[config.mk]
export PLATFORM = sky130hd
export DESIGN_NAME = int_pipe_top
export DESIGN_NICKNAME = d
export VERILOG_FILES = /design/src/source/ipipe_pkg.sv /design/src/source/int_pipe_top.sv /design/src/source/writeback_stage.sv /design/src/source/alu.sv /design/src/source/operand_muxes.sv /design/src/source/reg_file.sv /design/src/source/insn_decode.sv
export SDC_FILE = /design/constraint.sdc
export NUM_CORES = 1
export LEC_CHECK = 0
export BUFFER_PORTS_ARGS = -buffer_cell sky130_fd_sc_hd__buf_4
export CAP_MARGIN = 20
export CELL_PAD_IN_SITES_DETAIL_PLACEMENT = 1
export CELL_PAD_IN_SITES_GLOBAL_PLACEMENT = 1
export CORE_UTILIZATION = 51
export DETAILED_ROUTE_END_ITERATION = 6
export PLACE_DENSITY = 0.9
export SLEW_MARGIN = 0
export SYNTH_ARGS = -nofsm -noshare
export SYNTH_HDL_FRONTEND = slang
export SYNTH_HIERARCHICAL = 1
export SYNTH_SLANG_ARGS = --single-unit
[constraint.sdc]
create_clock -name clk -period 5.3 [get_ports clk]
set_clock_uncertainty 0.15 [all_clocks]
set_input_delay 0.53 -clock clk [delete_from_list [all_inputs] [get_ports clk]]
set_output_delay 0.53 -clock clk [all_outputs]
set_load 0.02 [all_outputs]
[src/source/ipipe_pkg.sv]
`default_nettype none

package ipipe_pkg;

	////////////////////////////////////////
	// Field widths
	////////////////////////////////////////

	// Register number for eight registers with r0 hardwired to zero
	typedef logic [2:0] reg_addr_t;

	// Raw immediate field as it sits in the instruction word
	typedef logic [15:0] imm_t;

	////////////////////////////////////////
	// Encodings
	////////////////////////////////////////

	// ALU operations
	// Register-register forms come first and add-immediate last
	typedef enum logic [2:0] {
		op_add  = 3'd0,
		op_sub  = 3'd1,
		op_and  = 3'd2,
		op_or   = 3'd3,
		op_xor  = 3'd4,
		op_addi = 3'd5
	} alu_op_t;

	// Operand source select
	// Codes run rf, imm, ex forward, wb forward
	typedef enum logic [1:0] {
		sel_rf      = 2'd0,
		sel_imm     = 2'd1,
		sel_ex_forw = 2'd2,
		sel_wb_forw = 2'd3
	} sel_t;

	////////////////////////////////////////
	// Bundles
	////////////////////////////////////////

	// Decoded instruction word of 28 bits
	typedef struct packed {
		alu_op_t   op;
		reg_addr_t rd;
		reg_addr_t ra;
		reg_addr_t rb;
		imm_t      imm;
	} insn_t;

	// Execute stage control of 7 bits
	// Travels from decode to the ALU and writeback
	typedef struct packed {
		logic      valid;
		alu_op_t   op;
		reg_addr_t rd;
	} ex_ctrl_t;

endpackage

`default_nettype wire
[src/source/int_pipe_top.sv]
`timescale 1ns/1ps
`default_nettype none

module int_pipe_top #(
	parameter int width = 32
) (
	input  wire                   clk,
	input  wire                   rst_n,
	input  wire                   hold,
	input  wire                   insn_valid,
	input  wire ipipe_pkg::insn_t insn,
	output logic                  res_valid,
	output ipipe_pkg::reg_addr_t  res_rd,
	output logic [width-1:0]      res_data
);

	////////////////////////////////////////
	// Stage interconnect
	////////////////////////////////////////

	// Decode outputs
	ipipe_pkg::reg_addr_t rf_addr_a;
	ipipe_pkg::reg_addr_t rf_addr_b;
	ipipe_pkg::sel_t      sel_a;
	ipipe_pkg::sel_t      sel_b;
	logic [width-1:0]     simm;
	ipipe_pkg::ex_ctrl_t  ex_ctrl;

	// Register file read data
	logic [width-1:0] rf_dataa;
	logic [width-1:0] rf_datab;

	// Execute operands and result
	logic [width-1:0] operand_a;
	logic [width-1:0] operand_b;
	logic [width-1:0] ex_forw;

	// Writeback contents, also the rf write port
	logic                 wb_valid;
	ipipe_pkg::reg_addr_t wb_rd;
	logic [width-1:0]     wb_forw;

	////////////////////////////////////////
	// Blocks
	////////////////////////////////////////

	// Decode, forwarding selects, execute control
	insn_decode #(.width(width)) insn_decode_inst (
		.clk(clk), .rst_n(rst_n), .hold(hold),
		.insn_valid(insn_valid), .insn(insn),
		.wb_valid(wb_valid), .wb_rd(wb_rd),
		.rf_addr_a(rf_addr_a), .rf_addr_b(rf_addr_b),
		.sel_a(sel_a), .sel_b(sel_b),
		.simm(simm), .ex_ctrl(ex_ctrl)
	);

	// Writes come from the writeback register
	reg_file #(.width(width)) reg_file_inst (
		.clk(clk), .rst_n(rst_n),
		.addr_a(rf_addr_a), .addr_b(rf_addr_b),
		.wr_en(wb_valid), .wr_addr(wb_rd), .wr_data(wb_forw),
		.rf_dataa(rf_dataa), .rf_datab(rf_datab)
	);

	operand_muxes #(.width(width)) operand_muxes_inst (
		.clk(clk), .rst_n(rst_n), .hold(hold),
		.rf_dataa(rf_dataa), .rf_datab(rf_datab),
		.ex_forw(ex_forw), .wb_forw(wb_forw), .simm(simm),
		.sel_a(sel_a), .sel_b(sel_b),
		.operand_a(operand_a), .operand_b(operand_b)
	);

	alu #(.width(width)) alu_inst (
		.operand_a(operand_a), .operand_b(operand_b),
		.op(ex_ctrl.op), .ex_forw(ex_forw)
	);

	writeback_stage #(.width(width)) writeback_stage_inst (
		.clk(clk), .rst_n(rst_n), .hold(hold),
		.ex_ctrl(ex_ctrl), .ex_forw(ex_forw),
		.wb_valid(wb_valid), .wb_rd(wb_rd), .wb_forw(wb_forw),
		.res_valid(res_valid), .res_rd(res_rd), .res_data(res_data)
	);

endmodule

`default_nettype wire

[src/source/writeback_stage.sv]
`timescale 1ns/1ps
`default_nettype none

module writeback_stage #(
	parameter int width = 32
) (
	input  wire                      clk,
	input  wire                      rst_n,
	input  wire                      hold,
	input  wire ipipe_pkg::ex_ctrl_t ex_ctrl,
	input  wire [width-1:0]          ex_forw,
	output logic                     wb_valid,
	output ipipe_pkg::reg_addr_t     wb_rd,
	output logic [width-1:0]         wb_forw,
	output logic                     res_valid,
	output ipipe_pkg::reg_addr_t     res_rd,
	output logic [width-1:0]         res_data
);

	////////////////////////////////////////
	// Writeback register
	////////////////////////////////////////

	// Valid bit and result strobe
	// Strobe drops on held edges, contents stay
	always_ff @(posedge clk) begin
		if (!rst_n) begin
			wb_valid  <= 1'b0;
			res_valid <= 1'b0;
		end else if (!hold) begin
			wb_valid  <= ex_ctrl.valid;
			res_valid <= ex_ctrl.valid;
		end else begin
			res_valid <= 1'b0;
		end
	end

	// Destination and result payload
	always_ff @(posedge clk) begin
		if (!hold) begin
			wb_rd   <= ex_ctrl.rd;
			wb_forw <= ex_forw;
		end
	end

	// Result port shows the writeback contents
	// wb_valid/wb_rd/wb_forw double as the register file write
	assign res_rd   = wb_rd;
	assign res_data = wb_forw;

endmodule

`default_nettype wire

[src/source/alu.sv]
`timescale 1ns/1ps
`default_nettype none

module alu #(
	parameter int width = 32
) (
	input  wire [width-1:0]         operand_a,
	input  wire [width-1:0]         operand_b,
	input  wire ipipe_pkg::alu_op_t op,
	output logic [width-1:0]        ex_forw
);

	////////////////////////////////////////
	// Execute result
	////////////////////////////////////////

	// Purely combinational, result valid in the execute cycle
	// Sums and differences wrap at the data width
	always_comb begin
		case (op)
			// Immediate form shares the adder
			ipipe_pkg::op_add,
			ipipe_pkg::op_addi:
				ex_forw = operand_a + operand_b;
			ipipe_pkg::op_sub:
				ex_forw = operand_a - operand_b;
			ipipe_pkg::op_and:
				ex_forw = operand_a & operand_b;
			ipipe_pkg::op_or:
				ex_forw = operand_a | operand_b;
			ipipe_pkg::op_xor:
				ex_forw = operand_a ^ operand_b;
			// Unused opcodes
			default:
				ex_forw = '0;
		endcase
	end

endmodule

`default_nettype wire

[src/source/operand_muxes.sv]
`timescale 1ns/1ps
`default_nettype none

module operand_muxes #(
	parameter int width = 32
) (
	input  wire                  clk,
	input  wire                  rst_n,
	input  wire                  hold,
	input  wire [width-1:0]      rf_dataa,
	input  wire [width-1:0]      rf_datab,
	input  wire [width-1:0]      ex_forw,
	input  wire [width-1:0]      wb_forw,
	input  wire [width-1:0]      simm,
	input  wire ipipe_pkg::sel_t sel_a,
	input  wire ipipe_pkg::sel_t sel_b,
	output logic [width-1:0]     operand_a,
	output logic [width-1:0]     operand_b
);

	// Mux outputs in the decode cycle
	logic [width-1:0] muxed_a;
	logic [width-1:0] muxed_b;

	////////////////////////////////////////
	// Source muxes
	////////////////////////////////////////

	// Operand A, no immediate path
	always_comb begin
		case (sel_a)
			ipipe_pkg::sel_ex_forw:
				muxed_a = ex_forw;
			ipipe_pkg::sel_wb_forw:
				muxed_a = wb_forw;
			default:
				muxed_a = rf_dataa;
		endcase
	end

	// Operand B, immediate allowed
	always_comb begin
		case (sel_b)
			ipipe_pkg::sel_imm:
				muxed_b = simm;
			ipipe_pkg::sel_ex_forw:
				muxed_b = ex_forw;
			ipipe_pkg::sel_wb_forw:
				muxed_b = wb_forw;
			default:
				muxed_b = rf_datab;
		endcase
	end

	////////////////////////////////////////
	// Execute operand registers
	////////////////////////////////////////

	// Decode and execute freeze together
	// so a plain hold-enable is enough here
	always_ff @(posedge clk) begin
		if (!rst_n) begin
			operand_a <= '0;
			operand_b <= '0;
		end else if (!hold) begin
			operand_a <= muxed_a;
			operand_b <= muxed_b;
		end
	end

endmodule

`default_nettype wire

[src/source/reg_file.sv]
`timescale 1ns/1ps
`default_nettype none

module reg_file #(
	parameter int width = 32
) (
	input  wire                       clk,
	input  wire                       rst_n,
	input  wire ipipe_pkg::reg_addr_t addr_a,
	input  wire ipipe_pkg::reg_addr_t addr_b,
	input  wire                       wr_en,
	input  wire ipipe_pkg::reg_addr_t wr_addr,
	input  wire [width-1:0]           wr_data,
	output logic [width-1:0]          rf_dataa,
	output logic [width-1:0]          rf_datab
);

	// Storage for r1..r7 only, r0 has no flops
	logic [width-1:0] regs [1:7];

	// Single write port
	// Writes to r0 are dropped
	always_ff @(posedge clk) begin
		if (!rst_n) begin
			for (int i = 1; i < 8; i++) begin
				regs[i] <= '0;
			end
		end else if (wr_en && wr_addr != '0) begin
			regs[wr_addr] <= wr_data;
		end
	end

	// Two combinational read ports
	// Address zero always returns zero
	assign rf_dataa = (addr_a == '0) ? '0 : regs[addr_a];
	assign rf_datab = (addr_b == '0) ? '0 : regs[addr_b];

	// No write-through here
	// Same-cycle producer is covered by writeback forwarding

endmodule

`default_nettype wire

[src/source/insn_decode.sv]
`timescale 1ns/1ps
`default_nettype none

module insn_decode #(
	parameter int width = 32
) (
	input  wire                  clk,
	input  wire                  rst_n,
	input  wire                  hold,
	input  wire                  insn_valid,
	input  wire ipipe_pkg::insn_t insn,
	input  wire                  wb_valid,
	input  wire ipipe_pkg::reg_addr_t wb_rd,
	output ipipe_pkg::reg_addr_t rf_addr_a,
	output ipipe_pkg::reg_addr_t rf_addr_b,
	output ipipe_pkg::sel_t      sel_a,
	output ipipe_pkg::sel_t      sel_b,
	output logic [width-1:0]     simm,
	output ipipe_pkg::ex_ctrl_t  ex_ctrl
);

	localparam int imm_w = $bits(ipipe_pkg::imm_t);

	// Instruction currently in decode
	ipipe_pkg::insn_t dec_insn;
	logic             dec_valid;

	// Forwarding source for one register operand
	// Execute stage wins over writeback, r0 never forwards
	function automatic ipipe_pkg::sel_t fwd_sel(
		input ipipe_pkg::reg_addr_t src,
		input ipipe_pkg::ex_ctrl_t  ex,
		input logic                 wbv,
		input ipipe_pkg::reg_addr_t wbr
	);
		fwd_sel = ipipe_pkg::sel_rf;
		if (src != '0) begin
			if (ex.valid && ex.rd == src) begin
				fwd_sel = ipipe_pkg::sel_ex_forw;
			end else if (wbv && wbr == src) begin
				fwd_sel = ipipe_pkg::sel_wb_forw;
			end
		end
	endfunction

	////////////////////////////////////////
	// Decode register
	////////////////////////////////////////

	// Strobe sampled only on edges without hold
	always_ff @(posedge clk) begin
		if (!rst_n) begin
			dec_valid <= 1'b0;
			dec_insn  <= '0;
		end else if (!hold) begin
			dec_valid <= insn_valid;
			dec_insn  <= insn;
		end
	end

	// Register file addresses straight from the decode word
	assign rf_addr_a = dec_insn.ra;
	assign rf_addr_b = dec_insn.rb;

	// Sign extension of the immediate to the data width
	assign simm = {{(width - imm_w){dec_insn.imm[imm_w-1]}}, dec_insn.imm};

	////////////////////////////////////////
	// Operand source selects
	////////////////////////////////////////

	always_comb begin
		sel_a = fwd_sel(dec_insn.ra, ex_ctrl, wb_valid, wb_rd);
		// Add-immediate takes B from the extended immediate
		if (dec_insn.op == ipipe_pkg::op_addi) begin
			sel_b = ipipe_pkg::sel_imm;
		end else begin
			sel_b = fwd_sel(dec_insn.rb, ex_ctrl, wb_valid, wb_rd);
		end
	end

	////////////////////////////////////////
	// Execute control register
	////////////////////////////////////////

	// Loads on the same edge as the operand registers
	always_ff @(posedge clk) begin
		if (!rst_n) begin
			ex_ctrl <= '0;
		end else if (!hold) begin
			ex_ctrl.valid <= dec_valid;
			ex_ctrl.op    <= dec_insn.op;
			ex_ctrl.rd    <= dec_insn.rd;
		end
	end

endmodule

`default_nettype wire

==> impl_metrics.tcl, run 1 <==
set metrics [dict create \
    initial_core_util 0.517 \
    required_ns 5.63 \
    peakVddDrop_uv 178 \
    rrSetupSlack_ns 0.37 \
    clock_latency_ns 0.54 \
    period_minus_slack_ns 4.93 \
    grt_pass1_vias 19333 \
    std_cell_rows 77 \
    postSynthCellCount 2114 \
    cp-end-kind "register" \
    crit_end "operand_muxes_inst/operand_a[29]" \
    cts_buffer_depth 3 \
    syn_area_per_cell_sq_um 10.8 \
    cts_made_buffers 36 \
    die_h_um 213 \
    slew_viol_final 0 \
    ctsHoldBuffers 0 \
    async_flop_share 0 \
    tightest_slew_ns 1.21 \
    status "complete, but fails checks" \
    ys_ff_latch 361 \
    setup-tns-final_ns 0 \
    violations "DRC" \
    grt-ovfl-total 0 \
    antenna_found_initial 2 \
    timing.rr.end "operand_muxes_inst/operand_a[29]" \
    hp-class "input port to register" \
    total_power_mw 7.43 \
    rsz0062_at_grt "no" \
    n_fill_cell 4659 \
    hold_viol 0 \
    drt_wl_total_um 81500 \
    gp_congestion 0.896 \
    die_w_um 213 \
    r2r_cells 18 \
    seq_area_frac_synth 0.431 \
    drive_gt1_frac 0.149 \
    final_cell_mix "edfxtp_1 (259), mux2i_1 (229), and2_1 (224)" \
    fin_util 0.551 \
    grt_max_degree 84 \
    ios 68 \
    grt_use_total 0.358 \
    synth_warnings 6 \
    port_buffers 67 \
    core_sq_um 44100 \
    cts_tree "yes" \
    final-setup-viol-count 0 \
    num_vias 18526 \
    critical_path_class "register to register" \
    timing.rr.start "operand_muxes_inst/operand_b[12]" \
    firstDrtPassIters 7 \
    synth_area_sq_um 22800 \
    leakage_nw 8.68 \
    dieArea_sq_um 45600 \
    grt_pass1_wl_um 122000 \
    syn2layout_area_growth_pct 6.55 \
    cp.arrival_ns 5.26 \
    first_iter_violations 2335 \
    hold_depth 3 \
    post-route-period-util 0.931 \
    start_kind "register" \
    synth_cell_types 75 \
    htreeDepth 2 \
    worstPathMaxFanout 6 \
    drv_cap 0 \
    final_common_cell "edfxtp_1" \
    min_from "insn[27]" \
    hold_ws_ns 0.102 \
    synth_ff_type "edfxtp_1" \
    slew_headroom 0.190 \
    clock-sinks 361 \
    crit_start "operand_muxes_inst/operand_b[12]" \
    remaining_drc_errors 3 \
    wl_per_cell_um 30.9 \
    cts_resized 0 \
    fmax_ghz 0.203 \
    postRouteAntennaNets 0 \
    clockRootBuffer "clkbuf_16" \
    clkSlewWorstSetupHoldPaths_ns 0.06 \
    dp.final_hpwl_um 51500 \
    avgViaCountPerCell 7.01 \
    synth_edf_count 259 \
    postCtsSetupBuffers 0 \
    nNetsFinal 2152 \
    syn-num-nets 2243 \
    p_per_area_nw_per_um2 306 \
]
## layout make-up
class	instances	area [sq um]	share of cell area
well taps	592	741	0.0305
diodes	1	2.50	0.000103
multi-input cells	1439	11500	0.474
repair buffers	107	856	0.0352
flip-flops and latches	361	9830	0.405
clock buffers	55	1000	0.0413
clock inverters	10	62.6	0.00258
inverters	78	293	0.0121
## registers in the layout, indices dropped and copies added (netlist names)
register,cells
insn_decode_inst/dec_valid,1
insn_decode_inst/ex_ctrl,7
writeback_stage_inst/res_valid,1
writeback_stage_inst/wb_valid,1
operand_muxes_inst/operand_a,32
writeback_stage_inst/res_data,32
insn_decode_inst/rf_addr_a,3
operand_muxes_inst/operand_b,32
insn_decode_inst/rf_addr_b,3
insn_decode_inst/simm,16
reg_file_inst/regs,224
insn_decode_inst/dec_insn,6
writeback_stage_inst/res_rd,3
## critical path: stages, from the launching register on
cell,delay [ns]
dfxtp_1,0.37
nor4_4,0.36
nand2_2,0.14
or4_4,0.53
or3_1,0.36
nor2_1,0.28
a21oi_1,0.14
xnor2_1,0.15
ha_1,0.37
nand4_1,0.15
nor2_1,0.06
a211oi_1,0.26
o31ai_2,0.16
a221oi_1,0.37
xor2_1,0.13
o21ai_1,0.28
mux2i_1,0.15
a211oi_1,0.32
a31o_2,0.14
## metal layers
metal,vias to the layer above,part of all wire,track usage
met5,-,0,0
met4,0,0.054,0.195
met3,342,0.11,0.0786
met2,1248,0.47,0.575
met1,9299,0.37,0.448
li1,7637,-,-
## Yosys cell counts, types with 32 or more instances
| master | instances | share of area |
|---|---|---|
| clkbuf_1 | 90 | 0.015 |
| xnor2_1 | 54 | 0.021 |
| o21ai_0 | 43 | 0.0094 |
| dfxtp_1 | 102 | 0.090 |
| buf_4 | 88 | 0.029 |
| nor2_1 | 94 | 0.015 |
| mux2_2 | 64 | 0.032 |
| nor2b_1 | 45 | 0.012 |
| ha_1 | 96 | 0.053 |
| a21oi_1 | 93 | 0.020 |
| and2_1 | 226 | 0.062 |
| buf_2 | 32 | 0.0070 |
| inv_1 | 78 | 0.013 |
| a211oi_1 | 62 | 0.020 |
| a31o_2 | 32 | 0.012 |
| a221oi_1 | 124 | 0.048 |
| edfxtp_1 | 259 | 0.34 |
| nand2_1 | 44 | 0.0072 |
| mux2i_1 | 229 | 0.10 |
## how the worst min path moves through the flow
stage / endpoint / slack [ns]
after floorplan: insn_decode_inst/ex_ctrl[0] / 0.33
after global placement: insn_decode_inst/ex_ctrl[0] / 0.35
after detailed placement: insn_decode_inst/dec_insn[24] / 0.37
after CTS: insn_decode_inst/simm[2] / 0.1
after global routing: insn_decode_inst/rf_addr_a[0] / 0.12
final: insn_decode_inst/dec_insn[27] / 0.10
## through the flow
step / cells / worst slack (ns) / area (sq um)
2_1_floorplan: 2114 / 0.833 / 22800
3_5_place_dp: 2575 / 0.216 / 23200
6_report: 2643 / 0.365 / 24300
5_1_grt: 2642 / 0.0342 / 24300
4_1_cts: 2640 / 0.193 / 24200
3_3_place_gp: 2574 / 0.539 / 23200
## where the power goes
| group | internal [mW] | switching [mW] | total (mW) | leakage [nW] |
|---|---|---|---|---|
| logic | 0.524 | 0.939 | 1.46 | 4.65 |
| clock network | 1.31 | 1.14 | 2.45 | 0.522 |
| registers | 3.20 | 0.316 | 3.52 | 3.51 |
## cell families (layout without fill, tap and decap cells)
logic type                 after synthesis  count (layout)  share of synthesized area
buffers and inverters                  314             250                     0.0727
muxes                                  293             293                      0.132
adders and majority gates               97              97                     0.0536
AOI/OAI and AO/OA                      501             501                      0.166
other                                    0               1                          0
DFF                                    361             361                      0.431
and+or+nand+nor                        476             476                      0.117
xor gates and xnor gates                72              72                     0.0280
No activity file was read; power rests on OpenSTA's default activity.
==> inputs of run 2 (changes only) <==
ABC_AREA = 1   (was unset)
CORE_MARGIN = 1   (was unset)
CORE_UTILIZATION = 47   (was 51)
SETUP_SLACK_MARGIN = 0.05   (was unset)
==> run 2 against run 1 <==
The run now ends clean; critical path type unchanged; cell count rose by 67%; critical endpoint is now operand_muxes_inst/operand_b[9]; register-to-register slack improved by 0.86 ns; via count up 37%; count of clock-buffer cells in the layout increased by 11.
==> impl_metrics.tcl, run 2 <==
set metrics [dict create \
    status "finished clean" \
    seq_area_frac_synth 0.407 \
    clockRootBuffer "clkbuf_16" \
    crit_end "operand_muxes_inst/operand_b[9]" \
    ys_ff_latch 393 \
    clock-sinks 393 \
    post-route-period-util 0.768 \
    fin_ws_ns 1.23 \
    drt_wl_total_um 94500 \
    crit_family "simple AND/OR/NAND/NOR gates" \
    std_cell_rows 86 \
    cts_resized 0 \
    rrSetupSlack_ns 1.23 \
    core_sq_um 55400 \
    hold_viol 0 \
    yosysTopAreaCellShare 0.330 \
    dp.final_hpwl_um 62000 \
    crit_top_cell "nand2_1" \
    crit_start "insn_decode_inst/ex_ctrl[3]" \
    dp.cells 4341 \
    synth_ff_type "edfxtp_1" \
    grt-ovfl-total 0 \
    async_flop_share 0 \
    synth_warnings 6 \
    clock_latency_ns 0.59 \
    fin_cells 4422 \
    slew_viol_final 0 \
    slowest_delay_ns 0.51 \
    start_kind "register" \
    period_minus_slack_ns 4.07 \
    clkSlewWorstSetupHoldPaths_ns 0.06 \
    postSynthCellCount 3723 \
    cp.arrival_ns 4.40 \
    p_per_area_nw_per_um2 319 \
    synth_cell_types 50 \
    drv_cap 0 \
    dieArea_sq_um 57300 \
    yosys-top-cells-area "edfxtp_1 (33%), nand2_1 (17%), dfxtp_1 (7.7%), nor2_1 (7.4%), inv_1 (6.8%)" \
    slew_headroom 0.257 \
    grt_pass1_vias 26110 \
    port_buffers 67 \
    path_cells "nand3_2 > inv_2 > nor2_1 > xor2_1 > inv_1 > ha_1 > nand2_1 > inv_1 > nand2_1 > nand2_1 > inv_1 > nand3_1 > o21ai_0 > nand3_1 > nand2_1 > nand3_1 > nor2_1 > nor2_1" \
    synth_edf_count 291 \
    required_ns 5.63 \
    initial_core_util 0.478 \
    wl_per_cell_um 21.4 \
    final_cell_mix "nand2_1 (1166), nor2_1 (519), inv_1 (474)" \
    antenna_found_initial 1 \
    timing.rr.end "operand_muxes_inst/operand_b[9]" \
    postCtsSetupBuffers 0 \
    synth_top_cell_by_area "edfxtp_1" \
    critical_path_class "register to register" \
    post-place-ws_ns 1.31 \
    worstPathMaxFanout 23 \
    syn2layout_area_growth_pct 6.38 \
    cp_num_buf_inv 4 \
    final-setup-viol-count 0 \
    regMostFlops "reg_file_inst/regs" \
    rsz0062_at_grt "no" \
    ios 68 \
    peakVddDrop_uv 258 \
    cts_made_buffers 45 \
    cts_buffer_depth 3 \
    die_h_um 239 \
    grt_pass1_wl_um 146000 \
    grt_use_total 0.332 \
    final_common_cell "nand2_1" \
    firstDrtPassIters 5 \
    nNetsFinal 3769 \
    crit_path_top_delay_cell "dfxtp_1" \
    postRouteAntennaNets 0 \
    remaining_drc_errors 0 \
    setup-tns-final_ns 0 \
    hp-class "input port to register" \
    largest_reg_flops 256 \
    drive_gt1_frac 0.0705 \
    die_w_um 239 \
    fin_util 0.508 \
    n_antenna_cell 0 \
    crit_cells 18 \
    first_iter_violations 2207 \
    synth_area_sq_um 26500 \
    synthTopCellsByCount "nand2_1 (1171), nor2_1 (520), inv_1 (477)" \
    n_fill_cell 7138 \
    ctsHoldBuffers 0 \
    fmax_ghz 0.246 \
    tightest_slew_ns 1.11 \
    cp-end-kind "register" \
    avgViaCountPerCell 5.73 \
    cts_tree "yes" \
    grt_max_degree 92 \
    post-synth-top-count-cell "nand2_1" \
    htreeDepth 2 \
    timing.rr.start "insn_decode_inst/ex_ctrl[3]" \
    num_vias 25344 \
    leakage_nw 13.2 \
    syn_area_per_cell_sq_um 7.11 \
    r2r_cells 18 \
    gp_congestion 0.977 \
]
[run 2: changes by cell type after synthesis, sizes merged, moves of 79 or more]
cell / delta
nand2: +1145
nor2: +441
inv: +422
nand3: +266
mux2i: -229
and2: -228
o211ai: +112
a221oi: -104
buf: +79
[run 2: final cells by class]
class	count	area (sq um)	area share
multi-input combinational	2598	12400	0.442
sequential	393	10800	0.383
inverter	500	1880	0.0669
clock buffer	66	1250	0.0442
tap	748	936	0.0332
timing repair buffer	102	766	0.0272
clock inverter	15	104	0.00369
[run 2: logic make-up after synthesis]
logic type	count (synthesis)	synth area share
AND/OR/NAND/NOR	2054	0.317
buffers and inverters	763	0.129
flip-flops	393	0.407
AO/OA/AOI/OAI	386	0.0912
adder cells (fa/ha/maj)	97	0.0461
XOR/XNOR	29	0.00959
other	1	0.000142
[run 2: power by group]
group | internal, mW | switching, mW
clock | 1.67 | 1.28
sequential | 3.55 | 0.311
combinational | 0.637 | 1.55
[run 2: per-layer routing]
layer / part of all wire / global-route usage / up-vias / routed length, um
met5: 0.00014 / 0 / - / 13
met4: 0.061 / 0.191 / 2 / 5730
met3: 0.072 / 0.0479 / 293 / 6770
met2: 0.47 / 0.552 / 1055 / 44000
met1: 0.40 / 0.411 / 12413 / 38000
li1: - / - / 11581 / -
[run 2: worst min path at each step]
stage | start | endpoint | slack [ns] | cells past startpoint
2_1_floorplan | insn_decode_inst/ex_ctrl[0] | writeback_stage_inst/res_rd[0] | 0.28 | 0
3_3_place_gp | insn_decode_inst/dec_valid | insn_decode_inst/dec_valid | 0.31 | 2
3_5_place_dp | insn_decode_inst/ex_ctrl[0] | writeback_stage_inst/res_rd[0] | 0.32 | 0
4_1_cts | insn[22] | insn_decode_inst/dec_insn[22] | 0.01 | 3
5_1_grt | insn[22] | insn_decode_inst/dec_insn[22] | 0.04 | 3
6_report | insn[27] | insn_decode_inst/dec_insn[27] | 0.03 | 3
[run 2: worst reg2reg max path, cell delays in order (launching register included)]
cell     delay [ns]
dfxtp_1        0.51
nand3_2        0.51
inv_2          0.42
nor2_1         0.10
xor2_1         0.16
inv_1          0.06
ha_1           0.33
nand2_1        0.15
inv_1          0.07
nand2_1        0.06
nand2_1        0.07
inv_1          0.08
nand3_1        0.19
o21ai_0        0.43
nand3_1        0.25
nand2_1        0.14
nand3_1        0.08
nor2_1         0.15
nor2_1         0.05
[run 2: stage by stage]
| stage | hold slack (ns) | instance area, sq um | total power, mW |
|---|---|---|---|
| global route | 0.0428 | 28200 | 9.36 |
| detailed placement | 0.318 | 26800 | 6.04 |
| finish | 0.0281 | 28200 | 9.00 |
| global placement | 0.308 | 26800 | 5.96 |
| CTS | 0.0127 | 28200 | 8.99 |
| floorplan | 0.280 | 26600 | 5.29 |
